**config.mk**
```make
export PLATFORM = sky130hd
export DESIGN_NAME = alu
export DESIGN_NICKNAME = d
export VERILOG_FILES = /design/src/logic/cpuCfgPkg.sv /design/src/logic/rvIsaPkg.sv /design/src/logic/alu.sv
export SDC_FILE = /design/constraint.sdc
export NUM_CORES = 1
export LEC_CHECK = 0
export BUFFER_PORTS_ARGS = -buffer_cell sky130_fd_sc_hd__buf_4
export CAP_MARGIN = 5
export CORE_ASPECT_RATIO = 0.6
export CORE_MARGIN = 3
export CORE_UTILIZATION = 45
export DETAILED_ROUTE_END_ITERATION = 10
export PLACE_DENSITY = 0.67
export REMOVE_ABC_BUFFERS = 1
export SYNTH_ARGS = -nofsm -noshare
export SYNTH_HDL_FRONTEND = slang
export SYNTH_SLANG_ARGS = --single-unit
export TNS_END_PERCENT = 1
```
**constraint.sdc**
```tcl
create_clock -name vclk -period 10.4
set_input_delay 1.56 -clock vclk [all_inputs]
set_output_delay 1.56 -clock vclk [all_outputs]
set_load 0.005 [all_outputs]
```
**src/logic/cpuCfgPkg.sv**
```systemverilog
// Core configuration constants
package cpuCfgPkg;

	// data and address width
	localparam int xlen = 32;

	// register index width and count
	localparam int regIdW = 5;
	localparam int regCount = 1 << regIdW;

	// first fetch address after reset
	localparam logic [xlen-1:0] resetPc = '0;

	// sequential pc increment, one word
	localparam logic [xlen-1:0] pcStep = 4;

	// addi x0, x0, 0
	localparam logic [xlen-1:0] nopInst = 32'h0000_0013;

endpackage

```
**src/logic/rvIsaPkg.sv**
```systemverilog
// RV32I subset encodings and stage bundles
package rvIsaPkg;

	// major opcodes of the subset
	typedef enum logic [6:0] {
		opLui    = 7'b0110111,
		opJal    = 7'b1101111,
		opJalr   = 7'b1100111,
		opBranch = 7'b1100011,
		opLoad   = 7'b0000011,
		opStore  = 7'b0100011,
		opImm    = 7'b0010011,
		opReg    = 7'b0110011,
		opSystem = 7'b1110011
	} opcodeT;

	// funct3 values
	localparam logic [2:0] f3AddSub = 3'b000;
	localparam logic [2:0] f3Slt    = 3'b010;
	localparam logic [2:0] f3Xor    = 3'b100;
	localparam logic [2:0] f3Or     = 3'b110;
	localparam logic [2:0] f3And    = 3'b111;
	localparam logic [2:0] f3Beq    = 3'b000;
	localparam logic [2:0] f3Bne    = 3'b001;
	localparam logic [2:0] f3Word   = 3'b010;

	// funct7 values
	localparam logic [6:0] f7Base = 7'b0000000;
	localparam logic [6:0] f7Alt  = 7'b0100000;

	localparam logic [31:0] ebreakInst = 32'h0010_0073;

	typedef enum logic [3:0] {
		aluAdd,
		aluSub,
		aluAnd,
		aluOr,
		aluXor,
		aluSlt,
		aluPassB,
		aluEq,
		aluNe
	} aluOpT;

	// operand source selects
	localparam logic [1:0] fwdRegFile = 2'd0;
	localparam logic [1:0] fwdEx      = 2'd1;
	localparam logic [1:0] fwdMem     = 2'd2;

	typedef struct packed {
		logic [cpuCfgPkg::xlen-1:0] pc;
		logic [cpuCfgPkg::xlen-1:0] inst;
	} ifIdT;

	typedef struct packed {
		aluOpT aluOp;
		logic regWen;
		logic memWen;
		logic isLoad;
		logic isBranch;
		logic isJump;
		logic isJalr;
		logic useImm;
		logic isLui;
		logic halt;
		logic illegal;
		// operand arrives from a load one stage ahead
		logic ldFwd1;
		logic ldFwd2;
		logic [cpuCfgPkg::regIdW-1:0] rd;
		logic [cpuCfgPkg::xlen-1:0] op1;
		logic [cpuCfgPkg::xlen-1:0] op2;
		logic [cpuCfgPkg::xlen-1:0] imm;
		logic [cpuCfgPkg::xlen-1:0] pc;
	} idExT;

	typedef struct packed {
		logic [cpuCfgPkg::regIdW-1:0] rd;
		logic regWen;
		logic memWen;
		logic isLoad;
		logic halt;
		logic illegal;
		logic [cpuCfgPkg::xlen-1:0] result;
		logic [cpuCfgPkg::xlen-1:0] storeData;
	} exMemT;

	typedef struct packed {
		logic [cpuCfgPkg::regIdW-1:0] rd;
		logic regWen;
		logic halt;
		logic illegal;
		logic [cpuCfgPkg::xlen-1:0] data;
	} memWbT;

endpackage

```
**src/logic/alu.sv**
```systemverilog
// Arithmetic and compare unit
`timescale 1ns/100ps

module alu (
	input  logic [cpuCfgPkg::xlen-1:0] a,
	input  logic [cpuCfgPkg::xlen-1:0] b,
	input  rvIsaPkg::aluOpT aluOp,
	output logic [cpuCfgPkg::xlen-1:0] result
);

	localparam logic [cpuCfgPkg::xlen-1:0] one = 1;

	always_comb begin
		case (aluOp)
			rvIsaPkg::aluAdd: result = a + b;
			rvIsaPkg::aluSub: result = a - b;
			rvIsaPkg::aluAnd: result = a & b;
			rvIsaPkg::aluOr: result = a | b;
			rvIsaPkg::aluXor: result = a ^ b;
			rvIsaPkg::aluSlt: result = ($signed(a) < $signed(b)) ? one : '0;
			rvIsaPkg::aluPassB: result = b;
			// branch conditions, read as the taken bit
			rvIsaPkg::aluEq: result = (a == b) ? one : '0;
			rvIsaPkg::aluNe: result = (a != b) ? one : '0;
			default: result = '0;
		endcase
	end

endmodule

```
==> Yosys cells after proc, flatten, opt, wreduce, memory -nomap -nowiden <==
Index checks and enable logic that the tools add are counted.
{ "word_totals": {"out_inout_bits": 32, "register_bits": 0, "word_cells": 21, "in_bits": 68} }
{ "classes": {"n_eq_ne": 10, "muxes": 4, "n_lt_le_gt_ge": 1, "bitwise_logic": 3, "add_sub_neg": 2, "n_reduce_logical": 1} }
{ "op_table": {"columns": ["cell", "count"], "rows": [
  ["$pmux 32 s9", 1],
  ["$add 32x32->32", 1],
  ["$and 32x32->32", 1],
  ["$eq 32x32->1", 1],
  ["$lt 32x32->1", 1],
  ["$ne 32x32->1", 1],
  ["$or 32x32->32", 1],
  ["$sub 32x32->32", 1],
  ["$xor 32x32->32", 1],
  ["$eq 4x3->1 const B", 4],
  ["$eq 4x2->1 const B", 2],
  ["$eq 4x1->1 const B", 1],
  ["$eq 4x4->1 const B", 1],
  ["$logic_not 4->1", 1],
  ["$mux 1", 3]
]} }

==> Longest topological paths before layout <==
Gate-level depths: netlist of the first run.
{ "logic_depth": {"word_depth": 3, "mapped_depth": 13, "depth_no_buf": 13} }

==> Least setup slack after synthesis of the first run <==
Ideal clock, no wire load.
{ "synth_path": {"path_type": "input -> output", "startpoint": "in a[10] (netlist name)", "endpoint": "out result[29] (netlist name)", "setup_slack_ps": 4952, "required_ps": 8840, "n_path_buf": 1, "path_stages": 12, "arrival_ps": 3888, "path_cell_list": "inv_1 > ha_1 > buf_6 > or4_4 > nor3_4 > inv_2 > o211a_1 > a22o_1 > o31a_1 > o211ai_2 > xnor2_1 > o211ai_2"} }
{ "synth_via": {"elab_chain_cells": 2, "elab_cells_between_ends": 3, "classes_between": "2 x add/sub; 1 x mux"} }
{ "synth_lines": {"columns": ["item", "line_no", "source"], "rows": [
  ["from (decl)", "alu.sv:5", "input logic [cpuCfgPkg::xlen-1:0] a,"],
  ["$sub 32x32->32 / $add 32x32->32 (equally long branches)", "alu.sv:16, alu.sv:15", null],
  ["$pmux 32 s9 *", "alu.sv:14", "case (aluOp)"],
  ["to (decl)", "alu.sv:8", "output logic [cpuCfgPkg::xlen-1:0] result"]
]} }
Mark *: on every way between the ends. The rest lies on a longest branch, timed or not.

==> Worst setup path after layout of the first run <==
{ "layout_path": {"startpoint": "in b[0] (netlist name)", "endpoint": "out result[28] (netlist name)"} }
{ "layout_via": {"elab_chain_cells": 2, "elab_cells_between_ends": 3, "classes_between": "2 x add/sub; 1 x mux"} }
{ "layout_lines": {"columns": ["item", "line_no", "source"], "rows": [
  ["from (decl)", "alu.sv:6", "input logic [cpuCfgPkg::xlen-1:0] b,"],
  ["$sub 32x32->32 / $add 32x32->32 (equally long branches)", "alu.sv:16, alu.sv:15", null],
  ["$pmux 32 s9 *", "alu.sv:14", null]
]} }
Marked as above.

==> results of run 1 <==
-- power by group through the flow --
stage / registers (uW) / logic (uW) / clock network (uW)
2_1_floorplan: 0 / 194 / 0
4_1_cts: 0 / 320 / 0
6_report: 0 / 331 / 0
5_1_grt: 0 / 358 / 0
3_5_place_dp: 0 / 318 / 0
3_3_place_gp: 0 / 312 / 0
-- placed cells by master, fill, tap and decap left out, types with 4 or more instances in the layout --
master and count:
buf_4 109, inv_1 99, ha_1 96, nor2_1 86
a21oi_1 84, o21ai_0 62, nand2_1 41, nand3_1 24
o211ai_1 22, a221oi_1 20, a22oi_1 19, o21bai_1 14
nor4_1 14, nor3_1 11, o221ai_1 10, a21o_1 10
o31ai_1 10, a211oi_1 9, xnor2_1 9, nand2b_1 8
o22ai_1 8, or3_1 6, nand4_1 6, o21a_1 6
a31oi_1 6, nor2b_1 5, a21boi_0 5, and2_1 5
o31a_1 5, o32ai_1 4
-- area by class of cell --
cell class	count	area (um^2)	area share, %
multi-input combinational	662	4630	77.2
timing repair buffer	109	818	13.6
inverter	100	375	6.26
tap	139	174	2.90
-- routing by layer --
layer	up-vias	GRT usage (%)	part of all wire, %
met5	-	0	0
met4	0	4.23	1.6
met3	45	5.29	14
met2	509	45.8	39
met1	3169	49.9	46
li1	3103	-	-
-- cell families after synthesis --
| kind of cell | after synthesis | synth area share, % |
|---|---|---|
| AOI/OAI and AO/OA | 329 | 42.5 |
| muxes | 1 | 0.193 |
| buffers and inverters | 152 | 11.2 |
| and+or+nand+nor | 225 | 20.7 |
| adders and majority gates | 98 | 23.9 |
| xor gates and xnor gates | 9 | 1.52 |
-- critical path, stage by stage --
cell and delay (ns):
buf_4 0.13, ha_1 0.23, fa_1 0.43, a211oi_1 0.25
o21bai_1 0.14, o22ai_1 0.45, o21a_1 0.35, o221ai_1 0.37
a311oi_1 0.41, xnor2_1 0.10, a21oi_1 0.14, o311ai_0 0.13
buf_4 0.19
-- how the worst min path moves through the flow --
stage | to | cells after the start | from
finish | result[6] | 4 | b[6]
global route | result[3] | 4 | b[3]
global placement | result[19] | 4 | b[19]
floorplan | result[20] | 2 | b[20]
detailed placement | result[19] | 4 | b[19]
CTS | result[6] | 4 | b[6]
-- metrics by stage --
stage / total power (uW) / utilization, %
2_1_floorplan: 194 / -
3_3_place_gp: 312 / 55.1
3_5_place_dp: 318 / 55.1
4_1_cts: 320 / 55.1
5_1_grt: 358 / 55.1
6_report: 331 / 55.1
-- cell usage after synthesis, types with 9 or more instances --
cell and count:
clkbuf_1 45, ha_1 96, o221ai_1 10, nor2_1 86, a21oi_1 84, nand3_1 24, o21bai_1 14, xnor2_1 9
a221oi_1 20, o211ai_1 22, a21o_1 10, nor3_1 14, a22oi_1 19, nand2_1 41, o31ai_1 10, o21ai_0 62
nor4_1 15, inv_1 99, a211oi_1 9
==> results.tsv, run 1 <==
stage	metric	value	unit
status	status	finished, final reports clean	
critical_path	criticalPathCategory	in2out	
detailed_routing	routed_wl	21500	um
detailed_routing	dr_total_vias	6826	
cts	cts.repair.resized	0	
layout	num_antenna_cells	0	
power	p_leak	0.00280	uW
layout	area_delta_synth_final	15.5	%
detailed_routing	firstDrtPassIters	6	
floorplan	fp.dieH	89.2	um
synth	synth_area_leaders	ha_1 23%, a21oi_1 8.1%, inv_1 7.2%	
floorplan	start_util	47.7	%
detailed_routing	drt_iter0_drc	1058	
timing	hold_violations	0	
synth	yosys.area.top_type_share	23.1	%
power	cellPowerDensity	55.1	nW/um^2
critical_path	crit_arrival	4.89	ns
layout	fill_cells	1126	
timing	rsz0062_at_grt	false	
layout	final-seq-area	0	um^2
detailed_routing	wl_per_cell	21.3	um
global_route	grt_pass1_vias	6163	
timing	holdWs	3.47	ns
cts	post-cts-setup-buffers	0	
power	p_sw_share	61.6	%
floorplan	fp.dieW	145	um
placed_design	dp_worst_setup_slack	4.13	ns
synth	synthDistinctLibCells	65	
timing	final-max-slew-violation-count	0	
detailed_routing	vias_per_cell	6.76	
global_route	grt_max_degree	35	
timing	slew_headroom	29.2	%
timing	finalCritPeriodShare	62.0	%
placed_design	port_buffers	100	
global_route	gr-total-overflow	0	
power	internal-power	127	uW
layout	design_area	6000	um^2
power	p_comb_share	100.0	%
floorplan	coreArea	10900	um^2
critical_path	critPathCaptureType	output port	
timing	max_freq	155	MHz
placed_design	place.detailed.hpwl	16800	um
floorplan	num_rows	29	
timing	fin_setup_tns	0	ns
floorplan	dieArea	12900	um^2
power	max-vdd-ir-drop	0.0000314	V
layout	stdcell_count	1010	
layout	clock_buffers	0	
global_route	antenna_found_initial	0	
synth	yosysSeqAreaShare	0	%
synth	syn_area_per_cell	6.38	um^2
power	clock_power_share	0	%
hold_path	hold_class	in2out	
timing	period_minus_slack	6.45	ns
power	p_sw	204	uW
synth	netlist_instances	814	
floorplan	ios	100	
detailed_routing	route.detailed.drc	0	
timing	worst_slack	3.95	ns
placed_design	placed_area	6000	um^2
detailed_routing	final_antenna_net_count	0	
synth	synth_area	5190	um^2
synth	yosysWarnings	0	
critical_path	start_kind	primary input	
critical_path	critPathMaxFanout	5	
placed_design	gp_congestion	1.02	
critical_path	cp-startpoint	b[0]	
timing	worst_pin_slew	1.06	ns
critical_path	required	8.84	ns
critical_path	crit_end	result[28]	
placed_design	dp_cells	1010	
synth	synth_top_area_cell	ha_1	
power	p_seq_share	0	%
layout	n_sequential_cell	0	
layout	final_nets	1039	
timing	setup_viol	0	
global_route	grt_pass1_wl	32900	um
flow_run	cap_violations	0	
layout	drive_gt1_share	14.1	%
global_route	grt_usage	31.8	%
cts	hold_buffers	0	
Note: power is estimated with default switching activity, not from simulation.
==> run 2: changes to the inputs <==
--- a/config.mk
+++ b/config.mk
@@ -11,7 +11,7 @@
 export CORE_MARGIN = 3
 export CORE_UTILIZATION = 45
 export DETAILED_ROUTE_END_ITERATION = 10
-export PLACE_DENSITY = 0.67
+export PLACE_DENSITY = 0.7
 export REMOVE_ABC_BUFFERS = 1
 export SYNTH_ARGS = -nofsm -noshare
 export SYNTH_HDL_FRONTEND = slang
==> constraint.sdc (replaced) <==
create_clock -name vclk -period 5.42
set_input_delay 0.813 -clock vclk [all_inputs]
set_output_delay 0.813 -clock vclk [all_outputs]
set_load 0.005 [all_outputs]
==> results.tsv, run 2 (synthesis gave the netlist of run 1 again) <==
stage	metric	value	unit	change
timing	max_freq	202	MHz	
layout	final_cell_mix	114 x buf_4, 99 x inv_1, 96 x ha_1		
layout	design_area	6040	um^2	+0.63%
critical_path	criticalPathCategory	in2out		
floorplan	start_util	47.7	%	unchanged
global_route	grt_pass1_wl	32900	um	-0.17%
timing	hold_violations	0		unchanged
detailed_routing	drt_iter0_drc	812		-23%
global_route	grt_max_degree	35		unchanged
detailed_routing	wl_met1	9660	um	-1.4%
flow_run	cap_violations	0		unchanged
power	cellPowerDensity	106	nW/um^2	+93%
layout	drive_gt1_share	14.6	%	+0.49 points
detailed_routing	routed_wl	21700	um	+1.1%
floorplan	dieArea	12900	um^2	unchanged
detailed_routing	route.detailed.drc	0		unchanged
floorplan	num_rows	29		unchanged
detailed_routing	final_antenna_net_count	0		unchanged
status	status	finished, final reports clean		
critical_path	critPathCaptureType	output port		
global_route	grt_usage	31.8	%	about the same
placed_design	placed_area	6040	um^2	+0.63%
layout	final_common_cell	buf_4		
cts	hold_buffers	0		unchanged
critical_path	start_kind	primary input		
detailed_routing	met3_length	3330	um	+10%
timing	period_minus_slack	4.96	ns	
cts	post-cts-setup-buffers	0		unchanged
critical_path	required	4.61	ns	-4.23 ns
timing	final-max-slew-violation-count	0		unchanged
floorplan	ios	100		unchanged
placed_design	place.detailed.hpwl	17000	um	+1.2%
layout	final-seq-area	0	um^2	unchanged
floorplan	fp.dieW	145	um	unchanged
layout	clock_buffers	0		unchanged
floorplan	fp.dieH	89.2	um	unchanged
timing	finalCritPeriodShare	91.6	%	
detailed_routing	wl_per_cell	21.4	um	+0.64%
layout	num_antenna_cells	0		unchanged
detailed_routing	firstDrtPassIters	6		unchanged
timing	setup_viol	0		unchanged
layout	n_sequential_cell	0		unchanged
detailed_routing	vias_per_cell	6.77		+0.13%
global_route	antenna_found_initial	0		unchanged
timing	fin_setup_tns	0	ns	unchanged
placed_design	gp_congestion	1.05		+3.5%
placed_design	port_buffers	100		unchanged
detailed_routing	dr_wl_met2	8460	um	+2.0%
critical_path	critPathMaxFanout	5		unchanged
layout	area_delta_synth_final	16.3	%	
timing	worst_pin_slew	1.10	ns	+0.0398 ns
cts	cts.repair.resized	0		unchanged
detailed_routing	top_layer	met4		
detailed_routing	dr_total_vias	6869		+0.63%
power	max-vdd-ir-drop	0.0000579	V	+84%
timing	rsz0062_at_grt	false		
global_route	gr-total-overflow	0		unchanged
critical_path	crit_arrival	4.15	ns	-0.74 ns
global_route	grt_pass1_vias	6144		-0.31%
timing	holdWs	1.98	ns	-1.49 ns
floorplan	coreArea	10900	um^2	unchanged
power	p_leak	0.00283	uW	+0.92%
hold_path	hold_class	in2out		
layout	final_nets	1044		+0.48%
timing	slew_headroom	24.8	%	-4.4 points
## run 2: worst paths after layout
path,start,end,slack (ns),depth (start not counted)
worst min-delay path,b[3],result[3],1.98,4
worst max-delay path,a[0],result[30],0.46,15
## run 2: layer usage
layer | vias to the layer above | GRT usage (%)
met5 | - | 1.13
met4 | 0 | 2.79
met3 | 39 | 9.78
met2 | 527 | 46.1
met1 | 3186 | 47.4
li1 | 3117 | -
## run 2: worst max-delay path: stages
cell      delay, ns
buf_4          0.11
inv_1          0.08
ha_1           0.18
inv_1          0.06
fa_1           0.41
nand2b_1       0.12
a221oi_1       0.12
o221ai_1       0.35
nand4b_1       0.27
a21o_1         0.26
a311oi_2       0.67
mux2i_1        0.18
a211oi_1       0.26
nand3_1        0.11
buf_4          0.15
## run 2: layout make-up
cell class         instances  area (um^2)
repair buffers           114          856
fillers                 1078         4850
multi-input cells        662         4630
well taps                139          174
inverters                100          375
## run 2: stage by stage
stage / utilization [%] / std cells / total power, uW / setup slack (ns)
after global placement: 55.5 / 1015 / 607 / 0.706
after detailed placement: 55.5 / 1015 / 616 / 0.580
after floorplan: - / 762 / 372 / 0.996
after global routing: 55.5 / 1015 / 693 / 0.176
after CTS: 55.5 / 1015 / 619 / 0.562
final: 55.5 / 1015 / 642 / 0.457
## run 2: where the power goes
part,internal (uW),total [uW],switching (uW)
Clock,0,0,0
Combinational,247,642,396
Sequential,0,0,0
==> run 3: changes to the inputs <==
--- a/config.mk
+++ b/config.mk
@@ -8,10 +8,10 @@
 export BUFFER_PORTS_ARGS = -buffer_cell sky130_fd_sc_hd__buf_4
 export CAP_MARGIN = 5
 export CORE_ASPECT_RATIO = 0.6
-export CORE_MARGIN = 3
 export CORE_UTILIZATION = 45
 export DETAILED_ROUTE_END_ITERATION = 10
 export PLACE_DENSITY = 0.7
+export RECOVER_POWER = 50
 export REMOVE_ABC_BUFFERS = 1
 export SYNTH_ARGS = -nofsm -noshare
 export SYNTH_HDL_FRONTEND = slang
==> results.tsv, run 3 (synthesis gave the netlist of run 1 again) <==
stage	metric	value	unit	change
status	status	finished with violations		
status	failed_checks	capacitance limit, slew limit		
detailed_routing	drt_iter0_drc	873		+7.5%
critical_path	criticalPathCategory	in2out		
layout	n_sequential_cell	0		unchanged
timing	setup_viol	0		unchanged
layout	final_cell_mix	107 x buf_4, 99 x inv_1, 96 x ha_1		
power	max-vdd-ir-drop	0.0000529	V	-8.6%
critical_path	start_kind	primary input		
detailed_routing	route.detailed.drc	0		unchanged
detailed_routing	final_antenna_net_count	0		unchanged
global_route	grt_pass1_wl	32600	um	-0.78%
power	cellPowerDensity	104	nW/um^2	-1.9%
layout	clock_buffers	0		unchanged
detailed_routing	dr_total_vias	6684		-2.7%
critical_path	required	4.61	ns	about the same
floorplan	dieArea	12000	um^2	-7.1%
power	p_sw_share	60.9	%	-0.65 points
floorplan	fp.dieW	141	um	-2.8%
timing	rsz0062_at_grt	false		
global_route	grt_pass1_vias	6245		+1.6%
timing	max_freq	202	MHz	+0.19%
cts	cts.repair.resized	0		unchanged
global_route	gr-total-overflow	0		unchanged
power	p_seq_share	0	%	unchanged
global_route	grt_max_degree	35		unchanged
floorplan	ios	100		unchanged
timing	period_minus_slack	4.95	ns	-0.00931 ns
floorplan	start_util	47.7	%	unchanged
critical_path	critPathCaptureType	output port		
layout	drive_gt1_share	14.6	%	-0.050 points
detailed_routing	vias_per_cell	6.57		-3.0%
layout	num_antenna_cells	0		unchanged
timing	final-max-slew-violation-count	44		+44
timing	worst_pin_slew	2.46	ns	+1.36 ns
timing	finalCritPeriodShare	91.4	%	-0.17 points
placed_design	port_buffers	100		unchanged
power	p_comb_share	100.0	%	about the same
timing	holdWs	1.98	ns	-0.000270 ns
floorplan	num_rows	29		unchanged
detailed_routing	firstDrtPassIters	5		-1
power	internal-power	247	uW	about the same
detailed_routing	routed_wl	20400	um	-6.2%
global_route	grtUsageMet1	53.1	%	+5.7 points
detailed_routing	wl_per_cell	20.0	um	-6.5%
timing	fin_setup_tns	0	ns	unchanged
power	clock_power_share	0	%	unchanged
global_route	antenna_found_initial	0		unchanged
power	p_sw	385	uW	-2.7%
cts	hold_buffers	0		unchanged
layout	final_nets	1047		+0.29%
placed_design	gp_congestion	0.981		-6.7%
power	p_leak	0.00283	uW	+0.20%
critical_path	crit_arrival	4.14	ns	about the same
floorplan	coreArea	10900	um^2	unchanged
timing	slew_headroom	-63.8	%	-89 points
global_route	met3_usage	4.97	%	-4.8 points
power	power	632	uW	-1.7%
layout	area_delta_synth_final	16.5	%	
timing	hold_violations	0		unchanged
placed_design	place.detailed.hpwl	16000	um	-5.8%
global_route	grt_use_met2	48.0	%	+1.9 points
global_route	grt_usage	33.7	%	+1.9 points
layout	final_common_cell	buf_4		
critical_path	critPathMaxFanout	34		+29
global_route	top_usage_layer	met1		
flow_run	cap_violations	2		+2
floorplan	fp.dieH	85.2	um	-4.5%
hold_path	hold_class	in2out		
cts	post-cts-setup-buffers	0		unchanged
layout	final-seq-area	0	um^2	unchanged
==> run 3: cell count changes in the layout (fill, tap and decap cells not counted), sizes merged <==
cell	delta
clkbuf	+10
buf	-7
==> run 3: metrics by stage <==
stage               cell area (um^2)  utilization (%)  setup slack [ns]  instances
floorplan                       4990                -             0.996        762
global placement                6060             55.7             0.713       1018
detailed placement              6060             55.7             0.688       1018
CTS                             6060             55.7             0.674       1018
global route                    6050             55.6             0.240       1018
finish                          6050             55.6             0.467       1018
==> run 3: power groups by stage <==
stage / combinational (uW) / sequential, uW / clock, uW
floorplan: 372 / 0 / 0
global placement: 603 / 0 / 0
detailed placement: 610 / 0 / 0
CTS: 614 / 0 / 0
global route: 687 / 0 / 0
finish: 632 / 0 / 0
==> run 3: per-layer routing <==
layer  up-vias  share of wire, %
met5         -                 0
met3        27                12
met4         0              0.96
met2       440                38
li1       3117                 -
met1      3100                49
==> run 3: worst max-delay path: stages <==
cell and delay (ns):
buf_4 0.30, nor2_1 0.13, nand2_1 0.10, or2_0 1.78
nor2_1 0.14, nor4_1 0.25, o31a_1 0.19, a31oi_1 0.05
a31o_2 0.23, buf_4 0.13
==> run 3: layout make-up <==
type                            instances  area (um^2)
Fill cell                            1078         4840
Multi-Input combinational cell        662         4630
Timing Repair Buffer                  117          875
Inverter                              100          375
Tap cell                              139          174
==> run 3: worst paths after layout <==
| kind | cells past startpoint | endpoint | slack [ns] | start |
|---|---|---|---|---|
| worst max-delay path | 10 | result[26] | 0.47 | aluOp[2] |
| worst min-delay path | 4 | result[19] | 1.98 | b[19] |
