<file path="config.mk">
export PLATFORM = sky130hd
export DESIGN_NAME = decoder
export DESIGN_NICKNAME = d
export VERILOG_FILES = /design/src/logic/cpuCfgPkg.sv /design/src/logic/rvIsaPkg.sv /design/src/logic/decoder.sv
export SDC_FILE = /design/constraint.sdc
export NUM_CORES = 1
export LEC_CHECK = 0
export BUFFER_PORTS_ARGS = -buffer_cell sky130_fd_sc_hd__buf_2
export CAP_MARGIN = 20
export CORE_MARGIN = 2
export CORE_UTILIZATION = 39
export DETAILED_ROUTE_END_ITERATION = 6
export PLACE_DENSITY = 0.95
export SKIP_LAST_GASP = 1
export SLEW_MARGIN = 5
export SYNTH_ARGS = -nofsm -noshare
export SYNTH_HDL_FRONTEND = slang
export SYNTH_SLANG_ARGS = --single-unit
export TNS_END_PERCENT = 100
</file>
<file path="constraint.sdc">
create_clock -name vclk -period 2.7
set_clock_uncertainty 0.15 [all_clocks]
set_input_delay 0.54 -clock vclk [all_inputs]
set_output_delay 0.54 -clock vclk [all_outputs]
set_load 0.05 [all_outputs]
</file>
<file path="src/logic/cpuCfgPkg.sv">
// Core configuration constants
package cpuCfgPkg;

	// data and address width
	localparam int xlen = 32;

	// register index width and count
	localparam int regIdW = 5;
	localparam int regCount = 1 << regIdW;

	// first fetch address after reset
	localparam logic [xlen-1:0] resetPc = '0;

	// sequential pc increment, one word
	localparam logic [xlen-1:0] pcStep = 4;

	// addi x0, x0, 0
	localparam logic [xlen-1:0] nopInst = 32'h0000_0013;

endpackage

</file>
<file path="src/logic/rvIsaPkg.sv">
// RV32I subset encodings and stage bundles
package rvIsaPkg;

	// major opcodes of the subset
	typedef enum logic [6:0] {
		opLui    = 7'b0110111,
		opJal    = 7'b1101111,
		opJalr   = 7'b1100111,
		opBranch = 7'b1100011,
		opLoad   = 7'b0000011,
		opStore  = 7'b0100011,
		opImm    = 7'b0010011,
		opReg    = 7'b0110011,
		opSystem = 7'b1110011
	} opcodeT;

	// funct3 values
	localparam logic [2:0] f3AddSub = 3'b000;
	localparam logic [2:0] f3Slt    = 3'b010;
	localparam logic [2:0] f3Xor    = 3'b100;
	localparam logic [2:0] f3Or     = 3'b110;
	localparam logic [2:0] f3And    = 3'b111;
	localparam logic [2:0] f3Beq    = 3'b000;
	localparam logic [2:0] f3Bne    = 3'b001;
	localparam logic [2:0] f3Word   = 3'b010;

	// funct7 values
	localparam logic [6:0] f7Base = 7'b0000000;
	localparam logic [6:0] f7Alt  = 7'b0100000;

	localparam logic [31:0] ebreakInst = 32'h0010_0073;

	typedef enum logic [3:0] {
		aluAdd,
		aluSub,
		aluAnd,
		aluOr,
		aluXor,
		aluSlt,
		aluPassB,
		aluEq,
		aluNe
	} aluOpT;

	// operand source selects
	localparam logic [1:0] fwdRegFile = 2'd0;
	localparam logic [1:0] fwdEx      = 2'd1;
	localparam logic [1:0] fwdMem     = 2'd2;

	typedef struct packed {
		logic [cpuCfgPkg::xlen-1:0] pc;
		logic [cpuCfgPkg::xlen-1:0] inst;
	} ifIdT;

	typedef struct packed {
		aluOpT aluOp;
		logic regWen;
		logic memWen;
		logic isLoad;
		logic isBranch;
		logic isJump;
		logic isJalr;
		logic useImm;
		logic isLui;
		logic halt;
		logic illegal;
		// operand arrives from a load one stage ahead
		logic ldFwd1;
		logic ldFwd2;
		logic [cpuCfgPkg::regIdW-1:0] rd;
		logic [cpuCfgPkg::xlen-1:0] op1;
		logic [cpuCfgPkg::xlen-1:0] op2;
		logic [cpuCfgPkg::xlen-1:0] imm;
		logic [cpuCfgPkg::xlen-1:0] pc;
	} idExT;

	typedef struct packed {
		logic [cpuCfgPkg::regIdW-1:0] rd;
		logic regWen;
		logic memWen;
		logic isLoad;
		logic halt;
		logic illegal;
		logic [cpuCfgPkg::xlen-1:0] result;
		logic [cpuCfgPkg::xlen-1:0] storeData;
	} exMemT;

	typedef struct packed {
		logic [cpuCfgPkg::regIdW-1:0] rd;
		logic regWen;
		logic halt;
		logic illegal;
		logic [cpuCfgPkg::xlen-1:0] data;
	} memWbT;

endpackage

</file>
<file path="src/logic/decoder.sv">
// Instruction decoder
`timescale 1ns/100ps

module decoder (
	input  logic [cpuCfgPkg::xlen-1:0] inst,
	output logic [cpuCfgPkg::regIdW-1:0] rs1,
	output logic [cpuCfgPkg::regIdW-1:0] rs2,
	output logic [cpuCfgPkg::regIdW-1:0] rd,
	output logic [cpuCfgPkg::xlen-1:0] imm,
	output rvIsaPkg::aluOpT aluOp,
	output logic regWen,
	output logic memWen,
	output logic isLoad,
	output logic isBranch,
	output logic isJump,
	output logic isJalr,
	output logic useImm,
	output logic isLui,
	output logic halt,
	output logic illegal
);

	rvIsaPkg::opcodeT opcode;
	logic [2:0] funct3;
	logic [6:0] funct7;
	logic [cpuCfgPkg::xlen-1:0] immI;
	logic [cpuCfgPkg::xlen-1:0] immS;
	logic [cpuCfgPkg::xlen-1:0] immB;
	logic [cpuCfgPkg::xlen-1:0] immU;
	logic [cpuCfgPkg::xlen-1:0] immJ;
	logic bad;

	assign opcode = rvIsaPkg::opcodeT'(inst[6:0]);
	assign funct3 = inst[14:12];
	assign funct7 = inst[31:25];
	assign rs1 = inst[19:15];
	assign rs2 = inst[24:20];
	assign rd = inst[11:7];

	assign immI = {{20{inst[31]}}, inst[31:20]};
	assign immS = {{20{inst[31]}}, inst[31:25], inst[11:7]};
	assign immB = {{19{inst[31]}}, inst[31], inst[7], inst[30:25], inst[11:8], 1'b0};
	assign immU = {inst[31:12], 12'b0};
	assign immJ = {{11{inst[31]}}, inst[31], inst[19:12], inst[20], inst[30:21], 1'b0};

	always_comb begin
		imm = '0;
		aluOp = rvIsaPkg::aluAdd;
		regWen = 1'b0;
		memWen = 1'b0;
		isLoad = 1'b0;
		isBranch = 1'b0;
		isJump = 1'b0;
		isJalr = 1'b0;
		useImm = 1'b0;
		isLui = 1'b0;
		halt = 1'b0;
		bad = 1'b0;
		case (opcode)
			rvIsaPkg::opLui: begin
				imm = immU;
				aluOp = rvIsaPkg::aluPassB;
				regWen = 1'b1;
				useImm = 1'b1;
				isLui = 1'b1;
			end
			rvIsaPkg::opImm: begin
				// addi is the only immediate operation kept
				imm = immI;
				regWen = 1'b1;
				useImm = 1'b1;
				bad = funct3 != rvIsaPkg::f3AddSub;
			end
			rvIsaPkg::opReg: begin
				regWen = 1'b1;
				case (funct3)
					rvIsaPkg::f3AddSub: aluOp = (funct7 == rvIsaPkg::f7Alt) ?
						rvIsaPkg::aluSub : rvIsaPkg::aluAdd;
					rvIsaPkg::f3Slt: aluOp = rvIsaPkg::aluSlt;
					rvIsaPkg::f3Xor: aluOp = rvIsaPkg::aluXor;
					rvIsaPkg::f3Or: aluOp = rvIsaPkg::aluOr;
					rvIsaPkg::f3And: aluOp = rvIsaPkg::aluAnd;
					default: bad = 1'b1;
				endcase
				// only sub uses the alternate funct7
				if (funct7 != rvIsaPkg::f7Base &&
					!(funct7 == rvIsaPkg::f7Alt && funct3 == rvIsaPkg::f3AddSub)) begin
					bad = 1'b1;
				end
			end
			rvIsaPkg::opLoad: begin
				imm = immI;
				regWen = 1'b1;
				isLoad = 1'b1;
				useImm = 1'b1;
				bad = funct3 != rvIsaPkg::f3Word;
			end
			rvIsaPkg::opStore: begin
				imm = immS;
				memWen = 1'b1;
				useImm = 1'b1;
				bad = funct3 != rvIsaPkg::f3Word;
			end
			rvIsaPkg::opBranch: begin
				imm = immB;
				isBranch = 1'b1;
				case (funct3)
					rvIsaPkg::f3Beq: aluOp = rvIsaPkg::aluEq;
					rvIsaPkg::f3Bne: aluOp = rvIsaPkg::aluNe;
					default: bad = 1'b1;
				endcase
			end
			rvIsaPkg::opJal: begin
				imm = immJ;
				regWen = 1'b1;
				isJump = 1'b1;
			end
			rvIsaPkg::opJalr: begin
				imm = immI;
				regWen = 1'b1;
				isJalr = 1'b1;
				useImm = 1'b1;
				bad = funct3 != rvIsaPkg::f3AddSub;
			end
			rvIsaPkg::opSystem: begin
				halt = inst == rvIsaPkg::ebreakInst;
				bad = inst != rvIsaPkg::ebreakInst;
			end
			default: bad = 1'b1;
		endcase
		// unimplemented encodings halt without side effects
		if (bad) begin
			regWen = 1'b0;
			memWen = 1'b0;
			isLoad = 1'b0;
			isBranch = 1'b0;
			isJump = 1'b0;
			isJalr = 1'b0;
			halt = 1'b1;
		end
		illegal = bad;
	end

endmodule

</file>
Yosys cells after proc, flatten, opt, wreduce, memory -nomap -nowiden
Cells that the tools add are included.
{ "totals": {"wordCells": 57, "in_bits": 32, "ff_bits": 0} }
{ "classes": {"mux": 25, "n_reduce_logical": 14, "eq_ne": 18} }
{ "ops": {"columns": ["op", "n"], "rows": [
  ["32-bit one-hot mux with 5 select lines", 1],
  ["32-bit by 21-bit == test with 1-bit output (second input constant)", 1],
  ["32-bit by 21-bit != test with 1-bit output (second input constant)", 1],
  ["7-bit by 6-bit == test with 1-bit output (second input constant)", 4],
  ["7-bit == test (second input constant)", 4],
  ["1-bit two-way mux", 20],
  ["3-bit one-hot mux with 5 select lines", 1],
  ["4-bit one-hot mux with 3 select lines", 1],
  ["5-bit OR reduction", 2],
  ["3-bit == test (second input constant)", 3],
  ["4-bit one-hot mux with 2 select lines", 1],
  ["2-bit OR reduction", 4],
  ["7-bit by 2-bit == test with 1-bit output (second input constant)", 1],
  ["7-bit by 5-bit == test with 1-bit output (second input constant)", 1],
  ["7-bit nonzero test", 1],
  ["1-bit one-hot mux with 6 select lines", 1],
  ["6-bit OR reduction", 1],
  ["3-bit by 1-bit == test with 1-bit output (second input constant)", 1],
  ["3-bit by 2-bit == test with 1-bit output (second input constant)", 1],
  ["3-bit logical NOT", 1],
  ["3-bit by 2-bit != test with 1-bit output (second input constant)", 1],
  ["3-bit nonzero test", 1],
  ["3-bit OR reduction", 1],
  ["1-bit logical AND", 2],
  ["1-bit logical NOT", 1]
]} }

Logic depth before layout (Yosys ltp)
Gate-level depths: netlist of the first run.
{ "depth": {"word_depth": 7, "depth_mapped": 6} }

Worst setup path before layout of the first run
Ideal clock, no wire load.
{ "synth_path": {"kind": "in2out", "from": "input port inst[1] in the netlist's numbering", "to": "output port isLoad", "path_slack_ps": -623, "t_arrival_ps": 2633, "path_stages": 5, "cell_sequence": "and2_1 > clkbuf_1 > nand2_1 > o21bai_1 > nor4_1"} }
{ "synth_between": {"elab_chain_cells": 4, "word_cells_on_any_way": 16, "cone_classes": "eq/ne: 10; mux: 3; reduce/logical: 3"} }
{ "synth_lines": {"columns": ["item", "line", "text"], "rows": [
  ["start: declaration", "decoder.sv:5", "input logic [cpuCfgPkg::xlen-1:0] inst,"],
  ["7-bit == test, or another cell as far along", "decoder.sv:59", "case (opcode)"],
  ["2-bit OR reduction (no source line)", null, null],
  ["1-bit one-hot mux with 6 select lines", "decoder.sv:59", null],
  ["1-bit two-way mux (*)", "decoder.sv:132", "if (bad) begin"],
  ["end: declaration", "decoder.sv:13", "output logic isLoad,"]
]} }
Mark *: on every way between the ends. The rest lies on a longest branch, timed or not.

Worst setup path in the final report of the first run
{ "layout_path": {"from": "input port inst[4] in the netlist's numbering", "to": "output port isBranch"} }
{ "layout_between": {"elab_chain_cells": 4, "word_cells_on_any_way": 16, "cone_classes": "eq/ne: 10; mux: 3; reduce/logical: 3"} }
{ "layout_lines": {"columns": ["item", "line", "text"], "rows": [
  ["7-bit == test, or another cell as far along", "decoder.sv:59", null],
  ["2-bit OR reduction (no source line)", null, null],
  ["1-bit one-hot mux with 6 select lines", "decoder.sv:59", null],
  ["1-bit two-way mux (*)", "decoder.sv:132", null],
  ["end: declaration", "decoder.sv:14", "output logic isBranch,"]
]} }
Marks and branches as above.

==> results of run 1 <==
logic make-up (layout without fill, tap and decap cells):
group / Yosys count / after routing
mux: 1 / 1
buf+inv: 29 / 116
xor+xnor: 1 / 1
simple gates: 62 / 62
compound gates: 58 / 58
cell usage after synthesis (all sizes together), types with 2 or more instances:
library cell  count  share of area
a211o             3          0.027
a211oi            3          0.023
a21o             20           0.15
a21oi             8          0.041
a22o              5          0.044
a31oi             2          0.013
and2              7          0.044
and3              4          0.025
and4              2          0.018
buf              19           0.14
clkbuf            6          0.023
inv               4          0.015
nand2             6          0.023
nand2b            4          0.033
nand3             7          0.036
nand4             2          0.013
nor2              7          0.027
nor3             10          0.051
nor4              5          0.038
nor4b             3          0.027
o21ai             7          0.036
o21bai            2          0.015
layout by cell type (no fill, tap or decap), types with 4 or more instances in the layout:
| master | n |
|---|---|
| sky130_fd_sc_hd__a21o_1 | 20 |
| sky130_fd_sc_hd__a21oi_1 | 7 |
| sky130_fd_sc_hd__a22o_1 | 5 |
| sky130_fd_sc_hd__and2_1 | 7 |
| sky130_fd_sc_hd__and3_1 | 4 |
| sky130_fd_sc_hd__buf_2 | 85 |
| sky130_fd_sc_hd__buf_4 | 19 |
| sky130_fd_sc_hd__clkbuf_4 | 7 |
| sky130_fd_sc_hd__nand2_1 | 6 |
| sky130_fd_sc_hd__nand3_1 | 7 |
| sky130_fd_sc_hd__nor2_1 | 5 |
| sky130_fd_sc_hd__nor3_1 | 8 |
| sky130_fd_sc_hd__o21ai_0 | 7 |
report_power, final:
group	internal, mW	switching, mW
sequential	0	0
combinational	0.0725	0.167
clock	0	0
total	0.0725	0.167
worst max-delay path, delay by kind of cell:
kind / cells / cell delay (ns)
AO/OA/AOI/OAI: 1 / 0.35
buffers and inverters: 2 / 0.32
AND/OR/NAND/NOR: 3 / 0.83
cell type report:
class              count  share of cell area
multi-input cells    122               0.551
repair buffers       112               0.415
well taps             30              0.0243
inverters              4             0.00972
path summary, 6_finish.rpt:
| path | from | end | slack (ns) |
|---|---|---|---|
| max | inst[4] | isBranch | -0.01 |
| min | inst[18] | rs1[3] | 1.24 |
timing repair:
| action | in CTS | in global routing |
|---|---|---|
| endpoints found under the setup margin | 2 | 29 |
| endpoints found under the hold margin | 0 | 0 |
| gates resized for setup | 2 | 10 |
layer usage:
layer  vias to the layer above  track usage  part of all wire
met5                         -            0                 0
met4                         0        0.117             0.037
met3                        23       0.0410              0.10
met2                       103        0.414              0.50
met1                       722        0.291              0.37
li1                        740            -                 -
per-stage QoR:
stage                     instances  hold WS, ns  cell area [µm²]  power, mW
after global placement          268         1.24             1510      0.229
final                           268         1.24             1550      0.240
after CTS                       268         1.24             1520      0.235
after global routing            268         1.25             1550      0.253
after floorplan                 151         1.02             1020      0.163
after detailed placement        268         1.24             1510      0.234
==> run summary, run 1 <==
Global routing
- **global-route wire length before repair** 5540 µm
- **aggregate global-route resource usage** 0.242
- **gr ovfl total** 0
- **maximum number of pins on one net before global-route repair** 14
- **via count of the first global-routing pass** 1,283
- **number of antenna violations at the first check in global routing** 0

Cells and area
- **final design utilization** 0.635
- **total of clock buffers placed in the layout** 0
- **total of fill cells in the finished design** 230
- **synthesis-to-finish area growth** 56.7%
- **footprint of the flip-flops and latches** 0 µm²
- **Multi-input gate area** 852 µm²
- **Final Net Count** 272
- **Diodes inserted** 0
- **num sequential** 0
- **share of final-layout standard cells stronger than drive strength 1** 0.538

Synthesis
- **Yosys cell types** 43
- **count of mapped cells out of synthesis** 151
- **fraction of synthesized cell area in xor and xnor cells** 0.00888
- **mean instance size in the synthesized netlist** 6.53 µm²
- **Synth Area in Compound Gates** 0.420
- **Yosys warning count** 0
- **combinational family with the most area after synthesis** compound AO/OA/AOI/OAI gates
- **basic-gate share of the synthesized area counting and, or, nand and nor cells** 0.383
- **post-synthesis sequential area ratio** 0
- **adder and majority cell fraction of the synthesized area** 0
- **synthesized cell area** 986 µm²
- **Net Count, Synth** 183
- **mux cell area share after synthesis** 0.0102

Detailed routing
- **Detailed Route WL** 3940 µm
- **DRC violations left** 0
- **post-detailed-route via-to-cell ratio** 5.93
- **via count** 1,588
- **drt pass-1 iters** 4
- **detailed router's first-iteration violation count** 73
- **detail-routed net length per standard cell** 14.7 µm
- **final antenna-violating net count** 0

Critical path
- **Worst setup EP type** primary output
- **worst-path cell with the longest stage delay** sky130_fd_sc_hd__or4_4
- **Critical Setup Path Class** in2out
- **maximum single-stage delay on the critical path** 0.49 ns
- **Worst Path Arrival** 2.02 ns
- **data required time at the worst endpoint** 2.01 ns
- **critical path launch point type** input port
- **ordered list of cells on the worst path** buf_2 > nand2b_4 > or4_4 > a211o_1 > and3_1 > buf_2
- **critical path peak fanout** 5
- **Most Frequent Cell on Critical Path** sky130_fd_sc_hd__buf_2

Timing
- **worst slew pin tran** 0.457 ns
- **RSZ-0062 raised after global routing** true
- **Setup-failing EPs final** 2
- **final critical delay including setup and external delays** 2.71 ns
- **maximum clock frequency** 369 MHz
- **Final Worst Setup Slack** -0.0124 ns
- **Slew HR** 0.694
- **Total Negative Setup Slacks** -0.0166 ns
- **portion of the clock cycle consumed by the worst path in the final layout** 1.00
- **Slew Limit Fails** 0
- **final number of hold-violating endpoints** 0

Run status
- **failing checks** negative setup slack
- **outcome** finished, violations left

Floorplanning
- **effective utilization at floorplan** 0.405
- **number of placement rows** 18
- **DIE AREA** 0.00295 mm²
- **Std-Cell Core Area** 0.00243 mm²
- **Chip Width** 54.3 µm
- **Die Span Y** 54.3 µm
- **boundary pin count** 93

Place
- **IO Port Bufs** 93
- **Detailed Place HPWL** 3200 µm
- **last weighted congestion value of the routability-driven placer** 1.06
- **pre-CTS setup slack** -0.0277 ns

Power
- **power per unit of standard cell area** 155 mW/mm²
- **Static Leak** 0.988 nW
- **highest ir drop seen on vdd** 147 µV

Worst hold path
- **classification of the worst-slack hold path** in2out
- **worst hold path cell count** 2

Job
- **max-capacitance violation count** 0

Clocking
- **Post-CTS Setup Repair Bufs** 0
- **Post-CTS Hold Buffers** 0

Note: power is estimated with default switching activity, not from simulation.
==> run 2: changes to the inputs <==
- CORE_UTILIZATION: 39 -> 42
- clock period: 2.7 -> 3.37 ns (I/O delays scaled with it)
==> run summary, run 2 (same netlist as run 1, synthesis figures left out) <==
Power
- **switching power summed over all nets** 0.127 mW
- **Static Leak** 0.912 nW
- **part of the total power dissipated in sequential elements** 0
- **clock group share of total power** 0
- **switching portion of total power** 0.726
- **Logic pwr share** 1.000
- **highest ir drop seen on vdd** 75.2 µV
- **P_int** 0.0480 mW
- **power per unit of standard cell area** 127 mW/mm²

Cells and area
- **leading cell type in the layout, fill and taps excluded** sky130_fd_sc_hd__buf_2
- **Multi-input gate area** 817 µm²
- **Final Net Count** 259
- **most frequent cells in the layout** sky130_fd_sc_hd__buf_2 (93), sky130_fd_sc_hd__a21o_1 (20), sky130_fd_sc_hd__nor3_1 (10)
- **footprint of the flip-flops and latches** 0 µm²
- **Layout Cell Area excl Fill** 0.00138 mm²
- **num sequential** 0
- **synthesis-to-finish area growth** 39.7%
- **share of final-layout standard cells stronger than drive strength 1** 0.471
- **total of clock buffers placed in the layout** 0
- **Diodes inserted** 0
- **total of fill cells in the finished design** 232

Timing
- **Slew Limit Fails** 0
- **worst slew pin tran** 0.513 ns
- **Total Negative Setup Slacks** 0 ns
- **maximum clock frequency** 324 MHz
- **final number of hold-violating endpoints** 0
- **Setup-failing EPs final** 0
- **RSZ-0062 raised after global routing** false
- **Slew HR** 0.658
- **portion of the clock cycle consumed by the worst path in the final layout** 0.915
- **final critical delay including setup and external delays** 3.08 ns

Clocking
- **CTS-repair resized insts** 0
- **Post-CTS Setup Repair Bufs** 0
- **Post-CTS Hold Buffers** 0

Global routing
- **number of antenna violations at the first check in global routing** 0
- **via count of the first global-routing pass** 1,222
- **aggregate global-route resource usage** 0.238
- **gr ovfl total** 0
- **maximum number of pins on one net before global-route repair** 16
- **global-route wire length before repair** 5230 µm

Worst hold path
- **classification of the worst-slack hold path** in2out

Detailed routing
- **via count** 1,469
- **post-detailed-route via-to-cell ratio** 5.81
- **drt pass-1 iters** 4
- **detail-routed net length per standard cell** 13.8 µm
- **final antenna-violating net count** 0
- **detailed router's first-iteration violation count** 55
- **DRC violations left** 0
- **Detailed Route WL** 3490 µm

Place
- **IO Port Bufs** 93
- **placement-stage cell area** 0.00138 mm²
- **Detailed Place HPWL** 2890 µm
- **last weighted congestion value of the routability-driven placer** 0.896

Floorplanning
- **number of placement rows** 17
- **Chip Width** 52.5 µm
- **DIE AREA** 0.00275 mm²
- **Std-Cell Core Area** 0.00221 mm²
- **boundary pin count** 93
- **effective utilization at floorplan** 0.446
- **Die Span Y** 52.5 µm

Critical path
- **data required time at the worst endpoint** 2.55 ns
- **capturing instance or port of the critical path** isBranch
- **Critical Setup Path Class** in2out
- **Worst Path Arrival** 2.26 ns
- **Worst setup EP type** primary output
- **critical path launch point type** input port
- **Crit. Startpoint** inst[4]
- **critical path peak fanout** 14

Run status
- **outcome** completed

Job
- **max-capacitance violation count** 0

==> run 2: through the flow <==
step / power (mW) / cells / setup WS [ns] / utilization / hold slack, ns
after floorplan: 0.129 / 151 / 0.156 / - / 1.37
after CTS: 0.174 / 253 / 0.293 / 0.623 / 1.51
after global placement: 0.172 / 253 / 0.307 / 0.623 / 1.51
after detailed placement: 0.174 / 253 / 0.294 / 0.623 / 1.51
after global routing: 0.186 / 253 / 0.173 / 0.623 / 1.52
final: 0.175 / 253 / 0.285 / 0.623 / 1.51
==> run 2: final cells by class <==
type	count	area share
Timing Repair Buffer	99	0.371
Multi-Input combinational cell	122	0.593
Tap cell	28	0.0254
Inverter	4	0.0109
==> run 2: how the worst min path moves through the flow <==
| stage | end | cells past startpoint | start | slack [ns] |
|---|---|---|---|---|
| 2_1_floorplan | rd[0] | 1 | inst[7] | 1.37 |
| 3_3_place_gp | rs1[4] | 2 | inst[19] | 1.51 |
| 3_5_place_dp | rd[2] | 2 | inst[9] | 1.51 |
| 4_1_cts | rd[2] | 2 | inst[9] | 1.51 |
| 5_1_grt | rs1[4] | 2 | inst[19] | 1.52 |
| 6_report | rd[2] | 2 | inst[9] | 1.51 |
==> run 2: metal layers <==
metal | part of all wire | up-vias | GRT usage
li1 | - | 718 | -
met1 | 0.40 | 664 | 0.296
met2 | 0.49 | 83 | 0.456
met3 | 0.095 | 4 | 0.0114
met4 | 0.0092 | 0 | 0.0256
met5 | 0 | - | 0
==> run 2: critical path, stage by stage <==
cell                       delay (ns)
sky130_fd_sc_hd__buf_2           0.18
sky130_fd_sc_hd__nand2b_4        0.19
sky130_fd_sc_hd__or4_4           0.49
sky130_fd_sc_hd__a211o_1         0.33
sky130_fd_sc_hd__and3_1          0.19
sky130_fd_sc_hd__buf_2           0.20
==> run 2: power by group through the flow <==
stage	combinational, mW	sequential (mW)	clock (mW)
after floorplan	0.129	0	0
after global placement	0.172	0	0
after detailed placement	0.174	0	0
after CTS	0.174	0	0
after global routing	0.186	0	0
final	0.175	0	0
==> run 3: changes to the inputs <==
- CORE_UTILIZATION: 42 -> 30
- PLACE_DENSITY: 0.95 -> 0.78
==> run summary, run 3 (same netlist as run 1, synthesis figures left out) <==
Timing
- **RSZ-0062 raised after global routing** false
- **worst slew pin tran** 0.477 ns
- **portion of the clock cycle consumed by the worst path in the final layout** 0.920
- **final number of hold-violating endpoints** 0
- **Slew HR** 0.680
- **Slew Limit Fails** 0
- **maximum clock frequency** 323 MHz
- **Total Negative Setup Slacks** 0 ns
- **Final Worst Setup Slack** 0.270 ns
- **Setup-failing EPs final** 0
- **smallest hold slack** 1.51 ns
- **final critical delay including setup and external delays** 3.10 ns

Clocking
- **CTS-repair resized insts** 0
- **Post-CTS Hold Buffers** 0
- **Post-CTS Setup Repair Bufs** 0

Floorplanning
- **DIE AREA** 0.00376 mm²
- **number of placement rows** 20
- **effective utilization at floorplan** 0.320
- **Die Span Y** 61.3 µm
- **Chip Width** 61.3 µm
- **boundary pin count** 93
- **Std-Cell Core Area** 0.00308 mm²

Cells and area
- **Layout Cell Area excl Fill** 0.00142 mm²
- **Diodes inserted** 0
- **final standard cell count with taps included and fillers excluded** 272
- **total of clock buffers placed in the layout** 0
- **leading cell type in the layout, fill and taps excluded** sky130_fd_sc_hd__buf_2
- **synthesis-to-finish area growth** 44.0%
- **num sequential** 0
- **most frequent cells in the layout** sky130_fd_sc_hd__buf_2 (93), sky130_fd_sc_hd__a21o_1 (20), sky130_fd_sc_hd__nor3_1 (10)
- **footprint of the flip-flops and latches** 0 µm²
- **Final Net Count** 262
- **share of final-layout standard cells stronger than drive strength 1** 0.478

Power
- **highest ir drop seen on vdd** 48.8 µV
- **part of the total power dissipated in sequential elements** 0
- **Logic pwr share** 1.000
- **power per unit of standard cell area** 126 mW/mm²
- **clock group share of total power** 0
- **Static Leak** 0.927 nW
- **switching power summed over all nets** 0.129 mW
- **switching portion of total power** 0.722
- **P_int** 0.0496 mW

Place
- **last weighted congestion value of the routability-driven placer** 0.943
- **Detailed Place HPWL** 3190 µm
- **placement-stage cell area** 0.00142 mm²
- **dpl cells** 272
- **pre-CTS setup slack** 0.295 ns
- **IO Port Bufs** 93

Detailed routing
- **via count** 1,467
- **drt pass-1 iters** 4
- **Detailed Route WL** 3850 µm
- **detailed router's first-iteration violation count** 62
- **post-detailed-route via-to-cell ratio** 5.39
- **final antenna-violating net count** 0
- **DRC violations left** 0
- **detail-routed net length per standard cell** 14.2 µm

Critical path
- **critical path launch point type** input port
- **data required time at the worst endpoint** 2.55 ns
- **critical path peak fanout** 15
- **Critical Setup Path Class** in2out
- **Worst setup EP type** primary output
- **Worst Path Arrival** 2.28 ns

Global routing
- **aggregate global-route resource usage** 0.179
- **via count of the first global-routing pass** 1,127
- **number of antenna violations at the first check in global routing** 0
- **gr ovfl total** 0
- **global-route wire length before repair** 5230 µm
- **maximum number of pins on one net before global-route repair** 16

Job
- **max-capacitance violation count** 0

Worst hold path
- **classification of the worst-slack hold path** in2out

Run status
- **outcome** completed

run 3: cell count changes in the layout (fill, tap and decap cells not counted), sizes merged:
| cell | before | now |
|---|---|---|
| buf | 99 | 102 |
run 3: final cells by class:
cell class / instances / area (µm²)
inverter: 4 / 15.0
timing repair buffer: 102 / 533
tap: 44 / 55.1
multi-input combinational: 122 / 817
fill: 336 / 1660
run 3: routing by layer:
layer  up-vias  part of all wire  GRT usage
li1        726                 -          -
met1       652              0.40      0.244
met5         -                 0          0
met2        83              0.50      0.319
met4         0             0.013     0.0248
met3         6             0.086    0.00630
run 3: final timing paths:
kind | startpoint | end | slack, ns | cells after the start
worst min-delay path | inst[17] | rs1[2] | 1.51 | 2
worst max-delay path | inst[5] | memWen | 0.27 | 6
run 3: critical path: stages:
cell	delay (ns)
sky130_fd_sc_hd__buf_2	0.25
sky130_fd_sc_hd__nand2b_4	0.11
sky130_fd_sc_hd__or4_4	0.49
sky130_fd_sc_hd__a211oi_1	0.39
sky130_fd_sc_hd__nor3_1	0.12
sky130_fd_sc_hd__buf_2	0.23
run 3: metrics by stage:
step           power [mW]   util
3_3_place_gp        0.177  0.461
2_1_floorplan       0.129      -
5_1_grt             0.190  0.461
4_1_cts             0.178  0.461
6_report            0.179  0.461
3_5_place_dp        0.178  0.461
run 3: power groups by stage:
stage	combinational, mW	sequential (mW)	clock, mW
2_1_floorplan	0.129	0	0
3_3_place_gp	0.177	0	0
3_5_place_dp	0.178	0	0
4_1_cts	0.178	0	0
5_1_grt	0.190	0	0
6_report	0.179	0	0
